`src/mfpu_pkg.sv`:
```
// Vector multiply unit definitions
package mfpu_pkg;

  // Datapath word and its byte enables
  localparam int unsigned ElenWidth = 64;
  localparam int unsigned StrbWidth = ElenWidth / 8;

  // Instruction ids that can be in flight
  localparam int unsigned NrVInsn = 4;

  typedef logic [ElenWidth-1:0]       elen_t;
  typedef logic [StrbWidth-1:0]       strb_t;
  // Vector length in elements, up to 512
  typedef logic [9:0]                 vlen_t;
  typedef logic [7:0]                 vaddr_t;
  typedef logic [$clog2(NrVInsn)-1:0] vid_t;

  typedef enum logic [1:0] {
    EW8  = 2'd0,
    EW16 = 2'd1,
    EW32 = 2'd2,
    EW64 = 2'd3
  } vsew_e;

  typedef enum logic [1:0] {
    VMUL  = 2'd0,
    VMULH = 2'd1,
    VMACC = 2'd2
  } mul_op_e;

  // Elements packed into one 64-bit beat
  function automatic logic [3:0] elems_per_beat(vsew_e vsew);
    logic [3:0] n;
    case (vsew)
      EW8:     n = 4'd8;
      EW16:    n = 4'd4;
      EW32:    n = 4'd2;
      default: n = 4'd1;
    endcase
    return n;
  endfunction

endpackage

```
`src/mfpu_vinsn_queue.sv`:
```
// Vector instruction queue and beat issue
module mfpu_vinsn_queue #(
  parameter int unsigned VInsnQueueDepth = 4
) (
  input  logic              clk_i,
  input  logic              rst_ni,
  // Instruction from the sequencer
  input  mfpu_pkg::mul_op_e op_i,
  input  mfpu_pkg::vsew_e   vsew_i,
  input  mfpu_pkg::vlen_t   vl_i,
  input  mfpu_pkg::vaddr_t  vd_i,
  input  mfpu_pkg::vid_t    id_i,
  input  logic              vm_i,
  input  logic              use_scalar_i,
  input  mfpu_pkg::elen_t   scalar_i,
  input  logic              op_valid_i,
  output logic              op_ready_o,
  // Operand bundle, mask travels along
  input  mfpu_pkg::elen_t   operand_a_i,
  input  mfpu_pkg::elen_t   operand_b_i,
  input  mfpu_pkg::elen_t   operand_c_i,
  input  mfpu_pkg::strb_t   mask_i,
  input  logic              operand_valid_i,
  output logic              operand_ready_o,
  // Beat toward the multiplier
  output logic              iss_valid_o,
  output mfpu_pkg::mul_op_e iss_op_o,
  output mfpu_pkg::vsew_e   iss_vsew_o,
  output mfpu_pkg::elen_t   iss_a_o,
  output mfpu_pkg::elen_t   iss_b_o,
  output mfpu_pkg::elen_t   iss_c_o,
  output mfpu_pkg::vaddr_t  iss_addr_o,
  output mfpu_pkg::strb_t   iss_be_o,
  output mfpu_pkg::vid_t    iss_id_o,
  output logic              iss_last_o,
  input  logic              mul_ready_i,
  input  logic              commit_i
);
  import mfpu_pkg::*;

  localparam int unsigned PtrWidth = (VInsnQueueDepth > 1) ? $clog2(VInsnQueueDepth) : 1;
  localparam int unsigned CntWidth = $clog2(VInsnQueueDepth + 1);

  // Instruction storage
  mul_op_e op_q         [VInsnQueueDepth];
  vsew_e   vsew_q       [VInsnQueueDepth];
  vlen_t   vl_q         [VInsnQueueDepth];
  vaddr_t  vd_q         [VInsnQueueDepth];
  vid_t    id_q         [VInsnQueueDepth];
  logic    vm_q         [VInsnQueueDepth];
  logic    use_scalar_q [VInsnQueueDepth];
  elen_t   scalar_q     [VInsnQueueDepth];

  logic [PtrWidth-1:0] accept_pnt_q, issue_pnt_q, issue_pnt_d;
  logic [CntWidth-1:0] issue_cnt_q, issue_cnt_d, commit_cnt_q;
  // Elements still to issue and beat index of the head instruction
  vlen_t               rem_q, rem_d;
  vaddr_t              beat_q, beat_d;
  logic                init_q;
  logic                full, accept, issue_fire;
  logic [3:0]          epb, n_elems;
  strb_t               tail_be;
  elen_t               scalar_rep;

  function automatic logic [PtrWidth-1:0] next_pnt(logic [PtrWidth-1:0] pnt);
    return (pnt == PtrWidth'(VInsnQueueDepth - 1)) ? '0 : pnt + 1'b1;
  endfunction

  assign full       = (commit_cnt_q == CntWidth'(VInsnQueueDepth));
  assign op_ready_o = init_q && !full;
  assign accept     = op_valid_i && op_ready_o;

  assign iss_valid_o     = (issue_cnt_q != '0) && operand_valid_i;
  assign issue_fire      = iss_valid_o && mul_ready_i;
  assign operand_ready_o = issue_fire;

  assign iss_op_o   = op_q[issue_pnt_q];
  assign iss_vsew_o = vsew_q[issue_pnt_q];
  assign iss_id_o   = id_q[issue_pnt_q];
  assign iss_b_o    = operand_b_i;
  assign iss_c_o    = operand_c_i;
  assign iss_addr_o = vd_q[issue_pnt_q] + beat_q;
  assign iss_a_o    = use_scalar_q[issue_pnt_q] ? scalar_rep : operand_a_i;

  // Scalar copied into every element slot of the word
  always_comb begin
    case (iss_vsew_o)
      EW8:     scalar_rep = {8{scalar_q[issue_pnt_q][7:0]}};
      EW16:    scalar_rep = {4{scalar_q[issue_pnt_q][15:0]}};
      EW32:    scalar_rep = {2{scalar_q[issue_pnt_q][31:0]}};
      default: scalar_rep = scalar_q[issue_pnt_q];
    endcase
  end

  // Tail of the vector: only elements below vl are written
  always_comb begin
    epb        = elems_per_beat(iss_vsew_o);
    iss_last_o = (rem_q <= vlen_t'(epb));
    n_elems    = iss_last_o ? rem_q[3:0] : epb;
    for (int b = 0; b < StrbWidth; b++)
      tail_be[b] = (b >> int'(iss_vsew_o)) < int'(n_elems);
    iss_be_o = tail_be & (vm_q[issue_pnt_q] ? {StrbWidth{1'b1}} : mask_i);
  end

  always_comb begin
    issue_pnt_d = issue_pnt_q;
    issue_cnt_d = issue_cnt_q;
    rem_d       = rem_q;
    beat_d      = beat_q;
    if (issue_fire) begin
      rem_d  = rem_q - vlen_t'(n_elems);
      beat_d = beat_q + 1'b1;
      if (iss_last_o) begin
        issue_pnt_d = next_pnt(issue_pnt_q);
        issue_cnt_d = issue_cnt_q - 1'b1;
        beat_d      = '0;
        if (issue_cnt_d != '0)
          rem_d = vl_q[issue_pnt_d];
      end
    end
    // A new instruction into an idle issue stage starts counting at once
    if (accept) begin
      if (issue_cnt_d == '0)
        rem_d = vl_i;
      issue_cnt_d = issue_cnt_d + 1'b1;
    end
  end

  always_ff @(posedge clk_i) begin
    if (accept) begin
      op_q[accept_pnt_q]         <= op_i;
      vsew_q[accept_pnt_q]       <= vsew_i;
      vl_q[accept_pnt_q]         <= vl_i;
      vd_q[accept_pnt_q]         <= vd_i;
      id_q[accept_pnt_q]         <= id_i;
      vm_q[accept_pnt_q]         <= vm_i;
      use_scalar_q[accept_pnt_q] <= use_scalar_i;
      scalar_q[accept_pnt_q]     <= scalar_i;
    end
  end

  always_ff @(posedge clk_i or negedge rst_ni) begin
    if (!rst_ni) begin
      init_q       <= 1'b0;
      accept_pnt_q <= '0;
      issue_pnt_q  <= '0;
      issue_cnt_q  <= '0;
      commit_cnt_q <= '0;
      rem_q        <= '0;
      beat_q       <= '0;
    end else begin
      init_q      <= 1'b1;
      issue_pnt_q <= issue_pnt_d;
      issue_cnt_q <= issue_cnt_d;
      rem_q       <= rem_d;
      beat_q      <= beat_d;
      if (accept)
        accept_pnt_q <= next_pnt(accept_pnt_q);
      // Slot stays taken until its last beat is written back
      if (accept && !commit_i)
        commit_cnt_q <= commit_cnt_q + 1'b1;
      else if (!accept && commit_i)
        commit_cnt_q <= commit_cnt_q - 1'b1;
    end
  end

endmodule

```
`config.mk`:
```
export PLATFORM = sky130hd
export DESIGN_NAME = mfpu_vinsn_queue
export DESIGN_NICKNAME = d
export VERILOG_FILES = /design/src/mfpu_pkg.sv /design/src/mfpu_vinsn_queue.sv
export SDC_FILE = /design/constraint.sdc
export NUM_CORES = 1
export LEC_CHECK = 0
export BUFFER_PORTS_ARGS = -buffer_cell sky130_fd_sc_hd__buf_4
export CAP_MARGIN = 25
export CORE_MARGIN = 2
export CORE_UTILIZATION = 40
export DETAILED_ROUTE_END_ITERATION = 6
export HOLD_SLACK_MARGIN = 0.15
export PLACE_DENSITY = 0.7
export SLEW_MARGIN = 30
export SYNTH_ARGS = -nofsm -noshare
export SYNTH_HDL_FRONTEND = slang
export SYNTH_SLANG_ARGS = --single-unit
```
`constraint.sdc`:
```
create_clock -name clk_i -period 4.9 [get_ports clk_i]
set_clock_uncertainty 0.1 [all_clocks]
set_input_delay 0.245 -clock clk_i [delete_from_list [all_inputs] [get_ports clk_i]]
set_output_delay 0.245 -clock clk_i [all_outputs]
set_load 0.02 [all_outputs]
```
==> impl_results.md, run 1 <==
- Status: finished, final reports clean
- Routed via count: 11.37k
- Hold Fails Final Rpt: 0
- Pwr dens: 539.6 nW/µm²
- DIE HEIGHT: 217.1 µm
- Initial Util: 0.4030
- YS warnings: 0
- Slowest CP cell: mux4_2
- Initial DRC Count: 1,005
- GRT Overall Usage: 0.2296
- I/O Buffers: 257
- Max Cap Violations: 0
- Commonest cells after routing, fill and taps aside: edfxtp_1 (360), buf_4 (280), nor2_1 (114)
- Register area share after synthesis: 0.6349
- Number of antenna-violating nets in the routed design: 0
- Placed Instances: 1,920
- Fin crit share: 0.9557
- Startpoint types: flop
- GRT overflow: 0
- Design Power: 12.05 mW
- Drc violations: 0
- Sum of routed wire segments on met1: 18.47 mm
- Crit end category: primary output
- Filler cells: 3,845
- Ys flop type: edfxtp_1
- Post-synth EDFFs: 360
- Worst-Margin Slew: 0.9475 ns
- Clk pwr share: 0.266
- Synth area leader: edfxtp_1
- Num rows: 78
- Vias in the first global route: 11.74k
- Net switching power: 4.169 mW
- Critical path type: flop to primary output
- DR WL met2: 28.61 mm
- Die width: 217.1 µm
- Yosys top cell area share: 0.5950
- Comb power frac: 0.383
- Clk slew on worst S/H paths: 0.06 ns
- Vias per cell: 5.431
- First-pass GRT wire length: 78.67 mm
- Critical Path Fanout Max: 14
- HP Class: primary input to flop
- Netlist cell types: 72
- Core box area: 45,090 µm²
- DP HPWL: 40.62 mm
- Min Tclk post-route: 4.683 ns
- Worst-Skew Late Latency: 0.55 ns
- Clock tree from TritonCTS: built
- Non-Filler Instances: 2,093
- Syn_nets: 1,550
- Worst Path Arrival: 4.34 ns
- DRT Pass-1 Iters: 5
- Most common cell after layout, fill and taps aside: edfxtp_1
- Synth Cell Area: 18,170 µm²
- Maximum number of pins on one net before global-route repair: 61
- Antenna violations before repair: 4
- Pleak: 8.011 nW
- Max VDD drop: 0.4093 mV
- Synth Instances: 1,220
- DIE AREA: 47,150 µm²
- Reg power frac: 0.351
- Slew HR: 0.3683
- Final net count: 1,792
- Crit path cell chain: mux4_2 > inv_2 > ha_1 > inv_1 > ha_1 > nand4b_1 > o211a_4 > o21ai_4 > inv_4 > nor2_1 > a21oi_1 > ha_1 > inv_1 > or4_1 > o221a_2 > buf_4
- F_max: 213.5 MHz
- Detail Route met3 WL: 6.515 mm
- RD Place Congestion: 0.8763
- Pint: 7.882 mW
- FF+latch count, synth: 389
- Maximum root-to-sink buffer count: 3
- Switching Fraction: 0.3459
- Area Growth Syn to Fin: 22.92%
- Max stage delay on crit path: 0.57 ns
- Routed length per instance: 26.28 µm
- H-tree Lvls: 2
- Clock sink count: 389
- Critical Path RT: 4.55 ns
- Synthesized area per cell: 14.89 µm²
- Fraction of layout cells with a size suffix above 1: 0.3237
- Fraction of registers with async set/reset: 0.07455
- Max Slew Vio Count: 0
- Ports: 514
- CTS buffer count: 42
- Crit-path most repeated cell: ha_1
- DR top layer: met5
- Final WL: 55.01 mm
- Final setup fails: 0
- Top area cells in the synthesized netlist: edfxtp_1 (59%), mux4_2 (11%), buf_4 (5.6%), dfrtp_1 (4.0%), nor2_1 (2.4%)
- Root Driver: clkbuf_16
[per-stage QoR]
step	util	worst slack, ns	hold slack (ns)	cell area [µm²]	setup TNS (ns)
2_1_floorplan	-	0.01433	-0.1506	18240	0
3_3_place_gp	0.4413	0.2658	0.1196	19900	0
3_5_place_dp	0.4419	0.1566	0.1162	19930	0
4_1_cts	0.4941	0.04432	0.1696	22280	0
5_1_grt	0.4953	-0.003321	0.2142	22330	-0.003321
6_report	0.4953	0.2168	0.1983	22330	0
[flip-flops by register name, summed over array words and instances, names as in the netlist, 2 cells and up]
register,flops
accept_pnt_q,2
issue_pnt_q,2
beat_q,8
id_q,8
op_q,8
vd_q,32
rem_q,10
vm_q,4
vl_q,40
commit_cnt_q,3
use_scalar_q,4
scalar_q,256
vsew_q,8
issue_cnt_q,3
[critical path, delay by kind of cell (launching register included)]
family                   cells  cell delay, ns
buffers and inverters        5            0.51
adder cells (fa/ha/maj)      3            0.79
AND/OR/NAND/NOR              3            0.78
AO/OA/AOI/OAI                4            0.70
flip-flops                   1            0.44
multiplexers                 1            0.57
[power by group through the flow]
stage	clock network, mW	registers (mW)	logic, mW
floorplan	0	4.24	3.06
global placement	0	4.27	4.49
detailed placement	0	4.29	4.53
CTS	3.27	4.22	4.63
global route	3.40	4.26	4.98
finish	3.21	4.23	4.62
[cells in the mapped netlist (3+ instances only)]
master	number
edfxtp_1	360
buf_4	136
nor2_1	115
nand2_1	94
mux4_2	89
a21oi_1	51
o21ai_0	38
ha_1	32
dfrtp_1	29
inv_1	29
clkbuf_1	27
mux2_2	21
a31oi_1	18
a22oi_1	16
buf_2	13
a221oi_1	12
xnor2_1	12
nand3_1	9
o211ai_1	9
a211oi_1	7
nor2b_1	7
xor2_1	7
and2_1	5
mux2i_1	5
clkinv_1	4
nand2b_1	4
nor3_1	4
o31ai_1	4
a21o_1	3
buf_1	3
nand4_1	3
o21a_1	3
o41ai_1	3
[repair_timing]
item,4_1_cts,5_1_grt
buffers inserted,2,2
pin swaps,0,2
setup endpoints to repair,3,5
hold endpoints to repair,401,0
gates resized for setup,0,6
hold buffers,94,0
[path summary, 6_finish.rpt]
kind | start | cells past startpoint | slack, ns | end
max | issue_pnt_q[0]$_DFFE_PN0P_ | 16 | 0.22 | iss_be_o[5]
min | mul_ready_i | 5 | 0.20 | beat_q[0]$_DFFE_PN0P_
max reg2reg | issue_pnt_q[0]$_DFFE_PN0P_ | 17 | 0.33 | rem_q[5]$_DFF_PN0_
min reg2reg | commit_cnt_q[2]$_DFFE_PN0P_ | 1 | 0.38 | commit_cnt_q[2]$_DFFE_PN0P_
max in group asynchronous | rst_ni | 4 | 3.84 | issue_pnt_q[0]$_DFFE_PN0P_
min in group asynchronous | rst_ni | 4 | 0.67 | beat_q[7]$_DFFE_PN0P_
[cell type report]
type	instances	area, µm²	share of cell area
Tap cell	600	750.7	0.03361
Timing Repair Buffer	379	3152	0.1411
Sequential cell	389	11540	0.5169
Clock buffer	53	1124	0.05031
Antenna cell	1	2.502	0.0001120
Inverter	34	132.6	0.005938
Clock inverter	21	265.3	0.01188
Multi-Input combinational cell	616	5364	0.2402
[metal layers]
layer	vias up	GRT usage
li1	5013	-
met1	5591	0.2481
met2	659	0.4119
met3	98	0.09546
met4	6	0.06164
met5	-	0.006250
[cell families (layout without fill, tap and decap cells)]
logic type	count (synthesis)	count (layout)	share of synthesized area
DFF	389	389	0.6349
AOI/OAI and AO/OA	188	188	0.06866
and+or+nand+nor	255	255	0.05984
other	1	2	0.0002064
xor gates and xnor gates	19	19	0.009159
buffers and inverters	215	487	0.07423
adders and majority gates	35	35	0.02479
muxes	118	118	0.1282
No activity file was read; power rests on OpenSTA's default activity.
==> run 2, diff against run 1 <==
MAX_ROUTING_LAYER = met4   (was default)
PLACE_DENSITY = 0.68   (was 0.7)
clock period = 5.18 ns   (was 4.9 ns; I/O delays follow)
==> run 2 against run 1 <==
Total power fell by 7.9%. Combinational power fell by 6.1%. Clock power fell by 14%. Routed wire length rose by 3.3%. Non-clock buffer count fell by 3. Critical endpoint unchanged. Global-route usage rose by 1.6 points. Largest cell class unchanged. Die area did not move. Count of clock-buffer cells in the layout fell by 1. Via count rose by 0.45%. Highest routed layer is now met4.
==> impl_results.md, run 2 (synthesis gave the netlist of run 1 again) <==
- Vias per cell: 5.442 (+0.21%)
- Max Cap Violations: 0 (unchanged)
- Pleak: 7.939 nW (-0.91%)
- Final WL: 56.82 mm (+3.3%)
- Pint: 7.152 mW (-9.3%)
- Root Driver: clkbuf_16
- Area Growth Syn to Fin: 21.98%
- Pwr dens: 501.0 nW/µm² (-7.1%)
- Number of antenna-violating nets in the routed design: 0 (unchanged)
- Final net count: 1,790 (-0.11%)
- Clk slew on worst S/H paths: 0.06 ns (about the same)
- Status: finished, final reports clean
- Critical Path Fanout Max: 14 (unchanged)
- Hold Path Cell Cnt: 5 (unchanged)
- First-pass GRT wire length: 80.88 mm (+2.8%)
- Worst Path Arrival: 4.60 ns (+0.26 ns)
- Final setup fails: 0 (unchanged)
- Total negative slack: 0 ns (unchanged)
- Worst-Margin Slew: 0.8530 ns (-0.09447 ns)
- Detail Route met3 WL: 6.362 mm (-2.3%)
- GRT overflow: 0 (unchanged)
- DRT Pass-1 Iters: 5 (unchanged)
- Initial Util: 0.4030 (unchanged)
- Maximum number of pins on one net before global-route repair: 91 (+49%)
- Max Slew Vio Count: 0 (unchanged)
- DR top layer: met4
- Routed via count: 11.42k (+0.45%)
- RSZ-0062 raised after global routing: false
- Ports: 514 (unchanged)
- Num rows: 78 (unchanged)
- Reg2reg setup slack: 0.40 ns (+0.07 ns)
- Max reg flops: 256 (unchanged)
- Top reg by flops: scalar_q
- Die width: 217.1 µm (unchanged)
- Min setup slack post-route: 0.2260 ns (+0.009170 ns)
- Net switching power: 3.952 mW (-5.2%)
- Critical Path RT: 4.82 ns (+0.27 ns)
- DIE AREA: 47,150 µm² (unchanged)
- Initial DRC Count: 833 (-17%)
- DP HPWL: 41.62 mm (+2.5%)
- RD Place Congestion: 0.8651 (-1.3%)
- I/O Buffers: 257 (unchanged)
- R2R cell count: 17 (unchanged)
- Crit end category: primary output
- Clock sink count: 389 (unchanged)
- Clk pwr share: 0.249 (-0.017)
- GRT Overall Usage: 0.2456 (+0.01603)
- Commonest cells after routing, fill and taps aside: edfxtp_1 (360), buf_4 (279), nor2_1 (114)
- Startpoint types: flop
- Max VDD drop: 0.3580 mV (-13%)
- DR WL met2: 29.99 mm (+4.8%)
- Placement Setup Slack: 0.1550 ns (-0.001595 ns)
- Comb power frac: 0.391 (+0.008)
- Reg power frac: 0.360 (+0.009)
- F_max: 201.9 MHz
- Routed length per instance: 27.08 µm (+3.0%)
- DIE HEIGHT: 217.1 µm (unchanged)
- Hold Fails Final Rpt: 0 (unchanged)
- HP Class: primary input to flop
- Drc violations: 0 (unchanged)
- H-tree Lvls: 2 (unchanged)
- CTS buffer count: 43 (+2.4%)
- Clock tree from TritonCTS: built
- Min Tclk post-route: 4.954 ns
- Biggest regs: scalar_q: 256 flops, vl_q: 40 flops, vd_q: 32 flops
- Slew HR: 0.4299 (+0.06160)
- Switching Fraction: 0.3559 (+0.009968)
- Vias in the first global route: 11.65k (-0.84%)
- Sum of routed wire segments on met1: 18.45 mm (-0.14%)
- Maximum root-to-sink buffer count: 3 (unchanged)
- Critical path type: flop to primary output
- Fraction of layout cells with a size suffix above 1: 0.3195 (-0.004263)
- Core box area: 45,090 µm² (unchanged)
- Antenna violations before repair: 8 (+4)
- Worst-Skew Late Latency: 0.56 ns (about the same)
- Most common cell after layout, fill and taps aside: edfxtp_1
- Fin crit share: 0.9564
==> run 2: power groups by stage <==
stage | registers, mW | logic, mW | clock network [mW]
global placement | 4.06 | 4.20 | 0
detailed placement | 4.07 | 4.25 | 0
floorplan | 4.01 | 2.87 | 0
CTS | 3.99 | 4.36 | 2.83
finish | 4.00 | 4.34 | 2.76
global route | 4.02 | 4.68 | 2.95
==> run 2: path summary, 6_finish.rpt <==
check | end | from
min in group asynchronous | rem_q[3]$_DFF_PN0_ | rst_ni
worst min-delay path | beat_q[0]$_DFFE_PN0P_ | mul_ready_i
worst max register to register | rem_q[8]$_DFF_PN0_ | issue_pnt_q[0]$_DFFE_PN0P_
max in group asynchronous | issue_pnt_q[1]$_DFFE_PN0P_ | rst_ni
worst max-delay path | iss_be_o[5] | issue_pnt_q[0]$_DFFE_PN0P_
worst min register to register | commit_cnt_q[2]$_DFFE_PN0P_ | commit_cnt_q[2]$_DFFE_PN0P_
==> run 2: metrics by stage <==
stage          utilization  hold slack (ns)  instances  instance area, µm²  total power, mW
2_1_floorplan            -          -0.1366       1220               18200            6.876
3_3_place_gp        0.4405           0.1268       1917               19860            8.260
3_5_place_dp        0.4411           0.1235       1918               19890            8.327
4_1_cts             0.4904           0.1779       2088               22110            11.18
5_1_grt             0.4916           0.2276       2098               22160            11.66
6_report            0.4916           0.2105       2098               22160            11.10
==> run 2: area by class of cell <==
class	instances	area [µm²]
repair buffers	376	3113
clock buffers	52	1131
inverters	34	131.4
fillers	3914	22920
clock inverters	23	130.1
well taps	600	750.7
diodes	8	20.02
multi-input cells	616	5344
flip-flops and latches	389	11540
==> run 2: worst max-delay path, cell delays in order (launching register included) <==
cell and delay, ns:
dfrtp_4 0.44, mux4_2 0.59, inv_1 0.12, ha_1 0.23
clkinvlp_4 0.19, ha_4 0.32, nand4b_1 0.16, o211a_4 0.22
o21ai_4 0.13, inv_2 0.15, nor2_1 0.12, a21oi_1 0.05
ha_1 0.29, inv_1 0.06, or4_1 0.54, o221a_2 0.26
buf_4 0.15
==> run 2: routing by layer <==
| metal | vias to the layer above | GRT usage |
|---|---|---|
| met5 | - | - |
| met4 | 0 | 0.08699 |
| met3 | 99 | 0.09616 |
| met2 | 620 | 0.4308 |
| met1 | 5667 | 0.2480 |
| li1 | 5032 | - |
==> run 2: timing repair <==
item                       CTS  global route
gates resized for setup      0             2
setup endpoints to repair    1             1
hold endpoints to repair   401             0
hold buffers                94             0
pin swaps                    0             0
buffers inserted             1             2
