$ cat src/mfpu_pkg.sv
// Vector multiply unit definitions
package mfpu_pkg;

  // Datapath word and its byte enables
  localparam int unsigned ElenWidth = 64;
  localparam int unsigned StrbWidth = ElenWidth / 8;

  // Instruction ids that can be in flight
  localparam int unsigned NrVInsn = 4;

  typedef logic [ElenWidth-1:0]       elen_t;
  typedef logic [StrbWidth-1:0]       strb_t;
  // Vector length in elements, up to 512
  typedef logic [9:0]                 vlen_t;
  typedef logic [7:0]                 vaddr_t;
  typedef logic [$clog2(NrVInsn)-1:0] vid_t;

  typedef enum logic [1:0] {
    EW8  = 2'd0,
    EW16 = 2'd1,
    EW32 = 2'd2,
    EW64 = 2'd3
  } vsew_e;

  typedef enum logic [1:0] {
    VMUL  = 2'd0,
    VMULH = 2'd1,
    VMACC = 2'd2
  } mul_op_e;

  // Elements packed into one 64-bit beat
  function automatic logic [3:0] elems_per_beat(vsew_e vsew);
    logic [3:0] n;
    case (vsew)
      EW8:     n = 4'd8;
      EW16:    n = 4'd4;
      EW32:    n = 4'd2;
      default: n = 4'd1;
    endcase
    return n;
  endfunction

endpackage

$ cat src/mfpu_result_queue.sv
// Result queue toward the register file
module mfpu_result_queue (
  input  logic                         clk_i,
  input  logic                         rst_ni,
  // Result beats from the multiplier
  input  logic                         mul_valid_i,
  input  mfpu_pkg::elen_t              mul_wdata_i,
  input  mfpu_pkg::vaddr_t             mul_addr_i,
  input  mfpu_pkg::strb_t              mul_be_i,
  input  mfpu_pkg::vid_t               mul_id_i,
  input  logic                         mul_last_i,
  output logic                         rq_ready_o,
  // Register file write port
  output logic                         result_req_o,
  output mfpu_pkg::vaddr_t             result_addr_o,
  output mfpu_pkg::vid_t               result_id_o,
  output mfpu_pkg::elen_t              result_wdata_o,
  output mfpu_pkg::strb_t              result_be_o,
  input  logic                         result_gnt_i,
  // Completion toward sequencer and instruction queue
  output logic [mfpu_pkg::NrVInsn-1:0] vinsn_done_o,
  output logic                         commit_o
);
  import mfpu_pkg::*;

  localparam int unsigned ResultQueueDepth = 2;
  localparam int unsigned PtrWidth         = $clog2(ResultQueueDepth);

  elen_t  wdata_q [ResultQueueDepth];
  vaddr_t addr_q  [ResultQueueDepth];
  strb_t  be_q    [ResultQueueDepth];
  vid_t   id_q    [ResultQueueDepth];
  logic   last_q  [ResultQueueDepth];

  logic [PtrWidth-1:0] wr_pnt_q, rd_pnt_q;
  logic [PtrWidth:0]   cnt_q;
  logic                push, pop;

  assign rq_ready_o = (cnt_q != (PtrWidth+1)'(ResultQueueDepth));
  assign push       = mul_valid_i && rq_ready_o;

  // Head entry is presented until the register file grants it
  assign result_req_o   = (cnt_q != '0);
  assign result_addr_o  = addr_q[rd_pnt_q];
  assign result_id_o    = id_q[rd_pnt_q];
  assign result_wdata_o = wdata_q[rd_pnt_q];
  assign result_be_o    = be_q[rd_pnt_q];
  assign pop            = result_req_o && result_gnt_i;

  // Last beat written back, instruction is complete
  always_comb begin
    vinsn_done_o = '0;
    commit_o     = pop && last_q[rd_pnt_q];
    if (commit_o)
      vinsn_done_o[result_id_o] = 1'b1;
  end

  always_ff @(posedge clk_i) begin
    if (push) begin
      wdata_q[wr_pnt_q] <= mul_wdata_i;
      addr_q[wr_pnt_q]  <= mul_addr_i;
      be_q[wr_pnt_q]    <= mul_be_i;
      id_q[wr_pnt_q]    <= mul_id_i;
      last_q[wr_pnt_q]  <= mul_last_i;
    end
  end

  // Power-of-two depth, pointers wrap on their own
  always_ff @(posedge clk_i or negedge rst_ni) begin
    if (!rst_ni) begin
      wr_pnt_q <= '0;
      rd_pnt_q <= '0;
      cnt_q    <= '0;
    end else begin
      if (push)
        wr_pnt_q <= wr_pnt_q + 1'b1;
      if (pop)
        rd_pnt_q <= rd_pnt_q + 1'b1;
      case ({push, pop})
        2'b10:   cnt_q <= cnt_q + 1'b1;
        2'b01:   cnt_q <= cnt_q - 1'b1;
        default: ;
      endcase
    end
  end

endmodule

$ cat config.mk
export PLATFORM = sky130hd
export DESIGN_NAME = mfpu_result_queue
export DESIGN_NICKNAME = d
export VERILOG_FILES = /design/src/mfpu_pkg.sv /design/src/mfpu_result_queue.sv
export SDC_FILE = /design/constraint.sdc
export NUM_CORES = 1
export LEC_CHECK = 0
export ABC_AREA = 1
export BUFFER_PORTS_ARGS = -buffer_cell sky130_fd_sc_hd__buf_2
export CAP_MARGIN = 20
export CELL_PAD_IN_SITES_DETAIL_PLACEMENT = 0
export CELL_PAD_IN_SITES_GLOBAL_PLACEMENT = 1
export CORE_MARGIN = 3
export CORE_UTILIZATION = 35
export CTS_BUF_LIST = sky130_fd_sc_hd__clkbuf_2
export DETAILED_ROUTE_END_ITERATION = 12
export GPL_TIMING_DRIVEN = 1
export PLACE_DENSITY = 0.68
export SYNTH_ARGS = -nofsm -noshare
export SYNTH_HDL_FRONTEND = slang
export SYNTH_SLANG_ARGS = --single-unit
$ cat constraint.sdc
create_clock -name clk_i -period 7.8 [get_ports clk_i]
set_clock_uncertainty 0.05 [all_clocks]
set_input_delay 0.39 -clock clk_i [delete_from_list [all_inputs] [get_ports clk_i]]
set_output_delay 0.39 -clock clk_i [all_outputs]
set_load 0.02 [all_outputs]
==> results.md, run 1 <==
- Run status: finished, final reports clean
- Required time of the critical path: 7.36 ns
- Sequential cell fraction of total power: 44.9%
- Launching instance or port of the critical path: rd_pnt_q
- Part of the power in combinational logic: 40.6%
- Dominant synthesized flop cell: sky130_fd_sc_hd__edfxtp_1
- Post-synth EDFFs: 166
- Startpoint of the lowest-slack register-to-register path: cnt_q[0]
- Detailed-route wire length per cell: 13.6 microns
- NumNets Final: 840
- Number of antenna violations at the first check in global routing: 1
- Design internal power: 1.70 mW
- Worst min-delay path class: in2reg
- Number of buffers created by CTS: 17
- R2R setup slack: 5.56 ns
- Number of global-route vias before repair: 4300
- Path type of the worst setup path: reg2out
- Final-report setup violation count: 0
- Final standard cell count with taps included and fillers excluded: 991
- Cell Count Post-Placement: 869
- Capture instance of the worst register-to-register path: wdata_q[1][26]
- Starting density of the core: 36.5%
- Power per cell area: 337 mW/mm^2
- Post-synth net total: 573
- Clock Pin Slew Worst Setup and Hold Paths: 0.23 ns
- CTS H-tree depth: 4
- Slew headroom: 39.3%
- Deepest clock path buffer count: 2
- Post-synthesis to final-layout area growth: 33.3%
- Total negative slack for setup checks: 0 ns
- Register-to-Register Path Depth: 6
- Worst setup path endpoint: vinsn_done_o[1]
- Global-route wire length before repair: 21400 microns
- Synthesis Warnings: 0
- Die Span X: 141 microns
- Fraction of registers with async set/reset: 2.35%
- Arrival time worst endpoint: 2.55 ns
- Gp weighted congestion: 0.732
- Proportion of total power due to net switching: 41.1%
- Highest fanout seen on the critical path: 86
- Clock latency on the worst-skew pair: 0.72 ns
- Die area: 0.0200 sq mm
- Net switching power: 1.18 mW
- Worst Max-Slew Pin Slew: 0.911 ns
- Clock network fraction of total power: 14.4%
- Synthesized netlist cell count: 485
- Gr ovfl total: 0
- Share of the yosys chip area belonging to registers: 79.2%
- Number of max-slew violations in the final report: 0
- Worst Setup End Kind: primary output
- Standard-cell rows: 48
- Boundary Pins: 176
- Highest achievable clock rate: 335 MHz
- Overall track demand over capacity in global routing: 13.8%
- Utilization after layout: 48.6%
- Port Buffer Count: 175
- Antenna Violating Nets Remaining: 0
- Max Cap Viol: 0
- Pre-Repair DR Iteration Count: 4
- Library cells used by synthesis: 19
- Mean instance size in the synthesized netlist: 13.2 sq um
- Fraction of final layout cells sized beyond drive strength 1: 28.6%
- Detailed placement HPWL: 8050 microns
- Largest net degree at the start of global routing: 87
- Die boundary height: 141 microns
- Most frequent standard cell in the layout excluding fill and tap cells: sky130_fd_sc_hd__nand2_1
- Highest-count cells in the layout ignoring fill and taps: sky130_fd_sc_hd__nand2_1, sky130_fd_sc_hd__buf_2, sky130_fd_sc_hd__edfxtp_1
- Final hold violation count: 0
- Time the worst path needs with I/O delays and setup: 2.99 ns
- Element type at the critical path start: flip-flop
- Cell at the root of the clock tree: sky130_fd_sc_hd__clkbuf_2
- Sinks on the clock net: 170
- Maximum VDD drop: 162 uV
- DRC violations left: 0
- Number of violations reported at the end of detailed-routing iteration 0: 176
- Floorplan Core Area: 0.0176 sq mm
- Post-route fraction of the period consumed by the critical path: 38.3%
- Post-DR vias/cell: 4.28
- Postcts setup bufs: 0
- Cell leakage power: 3.70 nW
- Vias post-DR: 4244
- Post-detailed-routing wire length: 13500 microns
- Setup repair after global routing missed its margin: false
- Total of flip-flops plus latches after synthesis: 170
- Area of the mapped netlist: 0.00642 sq mm
- CTS tree: done
-- worst min-delay path by stage --
stage	start	cells after the start	slack, ns	endpoint
finish	mul_wdata_i[57]	2	0.31	wdata_q[0][57]
global route	mul_wdata_i[50]	2	0.17	wdata_q[0][50]
CTS	mul_wdata_i[57]	2	0.22	wdata_q[1][57]
detailed placement	rst_ni	1	0.16	rd_pnt_q
global placement	rst_ni	1	0.15	rd_pnt_q
floorplan	rst_ni	0	0.04	cnt_q[0]
-- cells in the mapped netlist (2+ instances only) --
library cell | count | area (sq um)
sky130_fd_sc_hd__buf_2 | 2 | 10.0
sky130_fd_sc_hd__buf_6 | 9 | 101
sky130_fd_sc_hd__edfxtp_1 | 166 | 4980
sky130_fd_sc_hd__nor2_1 | 8 | 30.0
sky130_fd_sc_hd__nand2_1 | 263 | 987
sky130_fd_sc_hd__buf_4 | 6 | 45.0
sky130_fd_sc_hd__nand2_2 | 5 | 31.3
sky130_fd_sc_hd__dfrtp_1 | 4 | 100
sky130_fd_sc_hd__inv_1 | 12 | 45.0
-- registers in the layout (all words and copies together) (netlist names) --
signal	flops
wr_pnt_q	1
addr_q	16
wdata_q	128
be_q	16
rd_pnt_q	1
last_q	2
id_q	4
cnt_q	2
-- worst max-delay path, cell delays in order (launching register included) --
cell	delay, ns
sky130_fd_sc_hd__dfrtp_4	0.49
sky130_fd_sc_hd__buf_4	0.71
sky130_fd_sc_hd__nand2_1	0.10
sky130_fd_sc_hd__nand2_1	0.10
sky130_fd_sc_hd__nand2_1	0.14
sky130_fd_sc_hd__nor2_1	0.13
sky130_fd_sc_hd__buf_2	0.17
-- cells by family (layout without fill, tap and decap cells) --
family | after synthesis | in the layout | synth area share (%)
other cells | 0 | 1 | 0
compound gates | 2 | 2 | 0.156
flops | 170 | 170 | 79.2
simple gates | 279 | 279 | 16.6
xor+xnor | 1 | 1 | 0.136
buf+inv | 32 | 312 | 3.70
fa+ha+maj | 1 | 1 | 0.195
-- timing repair --
| item | 4_1_cts | 5_1_grt |
|---|---|---|
| gates resized for setup | 0 | 0 |
| hold endpoints to repair | 172 | 0 |
| hold buffers | 87 | 0 |
-- power by group through the flow --
stage / clock, mW / sequential, mW / combinational (mW)
CTS: 0.436 / 1.30 / 1.19
global route: 0.479 / 1.31 / 1.30
floorplan: 0 / 1.33 / 0.814
global placement: 0 / 1.32 / 1.14
finish: 0.416 / 1.30 / 1.17
detailed placement: 0 / 1.32 / 1.15
-- final cells by class --
type                    count  area, sq um
diodes                      1         2.50
clock buffers              17         85.1
clock inverters            15          126
fillers                  1604         9040
inverters                  13         53.8
multi-input cells         283         1110
flip-flops and latches    170         5090
well taps                 225          282
repair buffers            267         1810
-- per-stage QoR --
stage               setup slack, ns  hold slack, ns  instance area (sq um)  total power [mW]
floorplan                      3.05          0.0444                   6420              2.15
global placement               5.07           0.150                   7430              2.46
detailed placement             5.02           0.157                   7430              2.47
CTS                            4.65           0.217                   8520              2.92
global route                   4.47           0.174                   8560              3.09
finish                         4.81           0.311                   8560              2.88
-- per-layer routing --
layer,GRT usage [%],vias up,part of all wire (%)
li1,-,2155,-
met1,16.9,1946,44
met2,23.3,128,48
met3,4.52,15,6.2
met4,4.39,0,1.6
met5,0,-,0
(Power assumes the default switching activity.)
==> run 2, diff against run 1 <==
ABC_AREA = 0   (was 1)
PLACE_DENSITY = 0.65   (was 0.68)
clock period = 2.8 ns   (was 7.8 ns; I/O delays follow)
==> run 2 against run 1 <==
Clock power grew to 2.9 times the previous value. First-iteration DRC count is 1.1% lower. Via count down 12%. Die area decreased by 3.0%. Combinational power grew to 2.6 times the previous value. Global-route usage shrank 0.51 points. Sequential cell count unchanged. Clock-buffer cell count is 1 higher. Sequential share of layout area decreased by 2.7 points. Critical endpoint unchanged. Largest cell class unchanged.
==> results.md, run 2 <==
- R2R setup slack: 0.89 ns
- CTS H-tree depth: 4
- Post-synth EDFFs: 166
- Met3 WL post-DR: 915 microns
- Number of max-slew violations in the final report: 0
- Fraction of synthesized cell area taken by the top area cell type: 80.2%
- Part of the power in combinational logic: 38.3%
- Slew headroom: 54.7%
- Time the worst path needs with I/O delays and setup: 2.49 ns
- Highest fanout seen on the critical path: 18
- Power per cell area: 882 mW/mm^2
- Highest achievable clock rate: 402 MHz
- Number of antenna violations at the first check in global routing: 0
- Die Span X: 139 microns
- Standard-cell rows: 48
- Worst Max-Slew Pin Slew: 0.679 ns
- Total negative slack for setup checks: 0 ns
- Clock network fraction of total power: 15.2%
- Proportion of total power due to net switching: 35.0%
- Worst min-delay path class: in2reg
- Library cells used by synthesis: 20
- Post-route fraction of the period consumed by the critical path: 88.8%
- Largest register FFs: 128
- NumNets Final: 696
- Deepest clock path buffer count: 2
- Post-DR vias/cell: 4.41
- Most flops, register: wdata_q
- Cell leakage power: 3.42 nW
- Cell taking the most area after synthesis: sky130_fd_sc_hd__edfxtp_1
- Starting density of the core: 35.8%
- Global-route wire length before repair: 20200 microns
- Register-to-Register Path Depth: 4
- Routed length on met2: 6600 microns
- Number of buffers created by CTS: 17
- Worst hold path depth: 2
- Fraction of final layout cells sized beyond drive strength 1: 48.1%
- Post-synth net total: 371
- Worst Setup End Kind: primary output
- Combined area of the multi-input logic cells: 0.00107 sq mm
- Gp weighted congestion: 0.705
- Clock Pin Slew Worst Setup and Hold Paths: 0.22 ns
- Dominant synthesized flop cell: sky130_fd_sc_hd__edfxtp_1
- DRC violations left: 0
- Largest registers: wdata_q x128, addr_q x16, be_q x16
- Area of all sequential standard cells: 0.00509 sq mm
- Detailed placement HPWL: 8000 microns
- Pre-Repair DR Iteration Count: 4
- Required time of the critical path: 2.61 ns
- Arrival time worst endpoint: 2.30 ns
- Most frequent standard cell in the layout excluding fill and tap cells: sky130_fd_sc_hd__buf_2
- Overall track demand over capacity in global routing: 13.3%
- Total of flip-flops plus latches after synthesis: 170
- Startpoint of the lowest-slack register-to-register path: cnt_q[0]
- Mean instance size in the synthesized netlist: 22.0 sq um
- Die boundary height: 139 microns
- Port Buffer Count: 175
- Number of antenna cells inserted: 0
- Max Cap Viol: 0
- # fillers: 1447
- Share of the yosys chip area belonging to registers: 81.8%
- Maximum VDD drop: 489 uV
- Gr ovfl total: 0
- Power after layout: 7.91 mW
- Net switching power: 2.77 mW
- CTS tree: done
- Sequential cell fraction of total power: 46.5%
- Path type of the worst setup path: reg2out
- Final standard cell count with taps included and fillers excluded: 845
- Area of the mapped netlist: 0.00622 sq mm
- Vias post-DR: 3724
- Detailed-route wire length per cell: 15.5 microns
- Launching instance or port of the critical path: rd_pnt_q
- Cell Count Post-Placement: 680
- Final-report setup violation count: 0
- Post-detailed-routing wire length: 13100 microns
- Commonest cells post-synth: sky130_fd_sc_hd__edfxtp_1, sky130_fd_sc_hd__mux2_2, sky130_fd_sc_hd__buf_4, sky130_fd_sc_hd__dfrtp_1, sky130_fd_sc_hd__nor3_1
- Number of global-route vias before repair: 4023
- Largest net degree at the start of global routing: 50
- Origin of the worst min-delay path: mul_wdata_i[42]
- Run status: finished, final reports clean
- Cell with the most instances after synthesis: sky130_fd_sc_hd__edfxtp_1
- Met1 wire length: 5390 microns
- Number of violations reported at the end of detailed-routing iteration 0: 174
- Clock latency on the worst-skew pair: 0.68 ns
- Setup repair after global routing missed its margin: false
- Highest-count cells in the layout ignoring fill and taps: sky130_fd_sc_hd__buf_2, sky130_fd_sc_hd__edfxtp_1, sky130_fd_sc_hd__dlygate4sd3_1
- Synthesized netlist cell count: 283
- Die area: 0.0194 sq mm
- Antenna Violating Nets Remaining: 0
- Utilization after layout: 51.7%
- Final hold violation count: 0
- Boundary Pins: 176
- Floorplan Core Area: 0.0174 sq mm
- Sinks on the clock net: 170
- Biggest area contributors in the synthesized netlist: sky130_fd_sc_hd__edfxtp_1, sky130_fd_sc_hd__mux2_2, sky130_fd_sc_hd__dfrtp_1
- Post-synthesis to final-layout area growth: 44.3%
- Cell at the root of the clock tree: sky130_fd_sc_hd__clkbuf_2
- Max layer used: met4
- Element type at the critical path start: flip-flop
- Fraction of registers with async set/reset: 2.35%
- Synthesis Warnings: 0
- Design internal power: 5.14 mW
run 2: cell types whose count changed in the layout (fill, tap and decap cells not counted), moves of 4 or more:
cell / before / now
sky130_fd_sc_hd__inv_1: 12 / 2
sky130_fd_sc_hd__nor3_1: 0 / 4
sky130_fd_sc_hd__nand2_2: 5 / 0
sky130_fd_sc_hd__nor2_1: 6 / 1
sky130_fd_sc_hd__dlygate4sd3_1: 87 / 133
sky130_fd_sc_hd__nand2_1: 263 / 2
sky130_fd_sc_hd__mux2_2: 0 / 81
run 2: layer usage:
layer / global-route usage (%) / vias to the layer above
li1: - / 1767
met1: 15.8 / 1823
met2: 22.1 / 123
met3: 5.57 / 11
met4: 4.33 / 0
met5: 0 / -
run 2: kinds of logic after synthesis:
logic type,share of synthesized area (%)
XOR/XNOR,0.704
adder cells (fa/ha/maj),0.201
flip-flops,81.8
AND/OR/NAND/NOR,0.865
AO/OA/AOI/OAI,0.121
buffers and inverters,1.29
multiplexers,15.1
run 2: area by class of cell:
type / count / area share [%]
flip-flops and latches: 170 / 56.7
repair buffers: 315 / 25.7
multi-input cells: 101 / 11.9
well taps: 225 / 3.14
clock inverters: 13 / 1.44
clock buffers: 18 / 1.00
inverters: 3 / 0.126
run 2: critical path, cell delays in order, from the launching register on:
cell	delay (ns)
sky130_fd_sc_hd__dfrtp_4	0.69
sky130_fd_sc_hd__mux2i_1	0.43
sky130_fd_sc_hd__inv_1	0.13
sky130_fd_sc_hd__nor3_1	0.16
sky130_fd_sc_hd__buf_2	0.20
run 2: what timing repair did:
action	CTS	global route
gates resized for setup	0	0
hold endpoints to repair	208	53
setup buffers	0	1
setup endpoints to repair	0	22
hold buffers	104	29
run 2: path summary, 6_finish.rpt:
path	end
worst min register to register	cnt_q[1]
worst min-delay path	wdata_q[1][42]
min in group asynchronous	wr_pnt_q
max in group asynchronous	rd_pnt_q
worst max register to register	wdata_q[0][4]
worst max-delay path	vinsn_done_o[1]
run 2: stage by stage:
| stage | hold WS (ns) | setup WS (ns) | instance area [sq um] |
|---|---|---|---|
| floorplan | -0.206 | 0.245 | 6230 |
| CTS | 0.000899 | 0.0334 | 8650 |
| detailed placement | -0.0974 | 0.880 | 7390 |
| finish | 0.119 | 0.314 | 8970 |
| global placement | -0.0963 | 0.938 | 7390 |
| global route | 0.000901 | 0.0521 | 8970 |
run 2: power by group through the flow:
stage	logic [mW]	registers [mW]	clock network, mW
after floorplan	2.04	3.64	0
after global placement	2.82	3.76	0
after detailed placement	2.84	3.79	0
after CTS	2.97	3.72	1.26
after global routing	3.26	3.74	1.37
final	3.03	3.68	1.20
==> run 3, diff against run 2 <==
BUFFER_PORTS_ARGS = -buffer_cell sky130_fd_sc_hd__buf_4   (was -buffer_cell sky130_fd_sc_hd__buf_2)
CORE_UTILIZATION = 45   (was 35)
GPL_ROUTABILITY_DRIVEN = 0   (was default)
PLACE_DENSITY = 0.8   (was 0.65)
==> run 3 against run 2 <==
Design area is 1.4% higher. Fmax is 1.4% lower. Total power is 4.8% higher. Routed wire length is 2.1% lower. Utilization is 16 points higher. First-iteration DRC count is 1.7% higher. Clock power is 7% higher. Critical path depth is 1 lower. Via count is 2.3% lower. Sequential power hardly changed.
==> results.md, run 3 (synthesis gave the netlist of run 2 again) <==
- Run status: finished, final reports clean
- End of the worst hold path: wdata_q[1][15]
- CTS H-tree depth: 4
- Sinks on the clock net: 170
- Number of max-slew violations in the final report: 0
- Floorplan Core Area: 0.0134 sq mm
- Detailed placement HPWL: 7640 microns
- Number of buffers created by CTS: 17
- Power per cell area: 911 mW/mm^2
- Maximum VDD drop: 635 uV
- Startpoint of the lowest-slack register-to-register path: cnt_q[0]
- Die boundary height: 124 microns
- Time the worst path needs with I/O delays and setup: 2.52 ns
- Worst Max-Slew Pin Slew: 0.686 ns
- Worst hold path depth: 2
- Number of antenna cells inserted: 0
- Capture instance of the worst register-to-register path: wdata_q[0][21]
- Launching instance or port of the critical path: rd_pnt_q
- Post-detailed-routing wire length: 12800 microns
- Cell at the root of the clock tree: sky130_fd_sc_hd__clkbuf_2
- Starting density of the core: 46.4%
- Cell leakage power: 3.45 nW
- NumNets Final: 670
- Final hold violation count: 0
- Vias post-DR: 3638
- Die Span X: 124 microns
- Setup repair after global routing missed its margin: false
- Clock Pin Slew Worst Setup and Hold Paths: 0.22 ns
- Post-synthesis to final-layout area growth: 46.3%
- Path type of the worst setup path: reg2out
- Worst min-delay path class: in2reg
- DRC violations left: 0
- DP Worst Slack: 0.873 ns
- Pre-Repair DR Iteration Count: 6
- Global-route wire length before repair: 19000 microns
- Detailed-route wire length per cell: 16.6 microns
- Number of resized instances in the post-cts repair step: 0
- Arrival time worst endpoint: 2.33 ns
- Overall track demand over capacity in global routing: 17.0%
- Worst Setup End Kind: primary output
- Post-route fraction of the period consumed by the critical path: 90.0%
- R2R setup slack: 0.85 ns
- CTS tree: done
- Required time of the critical path: 2.61 ns
- Max Cap Viol: 0
- Highest achievable clock rate: 397 MHz
- Most flops, register: wdata_q
- Antenna Violating Nets Remaining: 0
- Largest registers: wdata_q x128, addr_q x16, be_q x16
- Boundary Pins: 176
- Utilization after layout: 67.9%
- Standard-cell rows: 42
- Power after layout: 8.29 mW
- Most frequent standard cell in the layout excluding fill and tap cells: sky130_fd_sc_hd__buf_4
- Number of global-route vias before repair: 3803
- Slew headroom: 54.3%
- # fillers: 895
- Gr ovfl total: 0
- Number of violations reported at the end of detailed-routing iteration 0: 177
- Final-report setup violation count: 0
- Number of antenna violations at the first check in global routing: 0
- Hold-fix buffers at CTS: 105
- Origin of the worst min-delay path: mul_wdata_i[15]
- Deepest clock path buffer count: 2
- Total negative slack for setup checks: 0 ns
- Clock latency on the worst-skew pair: 0.69 ns
- Port Buffer Count: 175
- Postcts setup bufs: 0
- Worst Setup Slack, final: 0.279 ns
- Register-to-Register Path Depth: 4
- Highest fanout seen on the critical path: 24
- Post-DR vias/cell: 4.72
- Highest-count cells in the layout ignoring fill and taps: sky130_fd_sc_hd__buf_4, sky130_fd_sc_hd__edfxtp_1, sky130_fd_sc_hd__dlygate4sd3_1
- Die area: 0.0153 sq mm
- Largest net degree at the start of global routing: 51
- Largest register FFs: 128
- Element type at the critical path start: flip-flop
- Fraction of final layout cells sized beyond drive strength 1: 50.0%
[run 3: changes by cell type in the layout (fill, tap and decap cells not counted), moves of 2 or more]
| cell | change |
|---|---|
| sky130_fd_sc_hd__buf_2 | -175 |
| sky130_fd_sc_hd__buf_4 | +175 |
| sky130_fd_sc_hd__dlygate4sd3_1 | -25 |
| sky130_fd_sc_hd__clkinv_2 | -3 |
| sky130_fd_sc_hd__clkinvlp_4 | +2 |
[run 3: layout make-up]
type / count / area, sq um / share of cell area, %
clock buffers: 19 / 95.1 / 1.05
flip-flops and latches: 170 / 5090 / 55.9
repair buffers: 289 / 2460 / 27.1
inverters: 3 / 11.3 / 0.124
well taps: 176 / 220 / 2.42
clock inverters: 12 / 150 / 1.65
multi-input cells: 101 / 1070 / 11.7
[run 3: how the worst max path moves through the flow]
stage | end | slack [ns] | depth (start not counted)
floorplan | addr_q[0][0] | 0.25 | 3
global placement | wdata_q[1][61] | 0.95 | 3
detailed placement | be_q[1][5] | 0.87 | 3
CTS | result_wdata_o[50] | 0.13 | 3
global route | result_wdata_o[26] | 0.08 | 3
finish | result_wdata_o[50] | 0.28 | 3
[run 3: worst max-delay path, cell delays in order, from the launching register on]
cell	delay, ns
sky130_fd_sc_hd__dfrtp_4	0.68
sky130_fd_sc_hd__buf_4	0.39
sky130_fd_sc_hd__mux2_2	0.40
sky130_fd_sc_hd__buf_4	0.16
[run 3: per-layer routing]
metal	up-vias	track usage, %	part of all wire (%)
met2	136	29.8	53
met4	0	6.71	1.8
met5	-	0	0
met1	1770	19.5	39
met3	21	5.22	6.5
li1	1711	-	-
[run 3: power by group]
group | switching (mW) | internal (mW)
clock network | 0.790 | 0.495
logic | 1.77 | 1.55
registers | 0.207 | 3.47
total | 2.77 | 5.52
[run 3: metrics by stage]
| stage | cells | hold slack (ns) | area [sq um] |
|---|---|---|---|
| after detailed placement | 631 | -0.110 | 7770 |
| after CTS | 767 | 0.00106 | 9070 |
| final | 770 | 0.104 | 9100 |
| after floorplan | 283 | -0.206 | 6230 |
| after global routing | 770 | 0.000421 | 9100 |
| after global placement | 631 | -0.112 | 7770 |
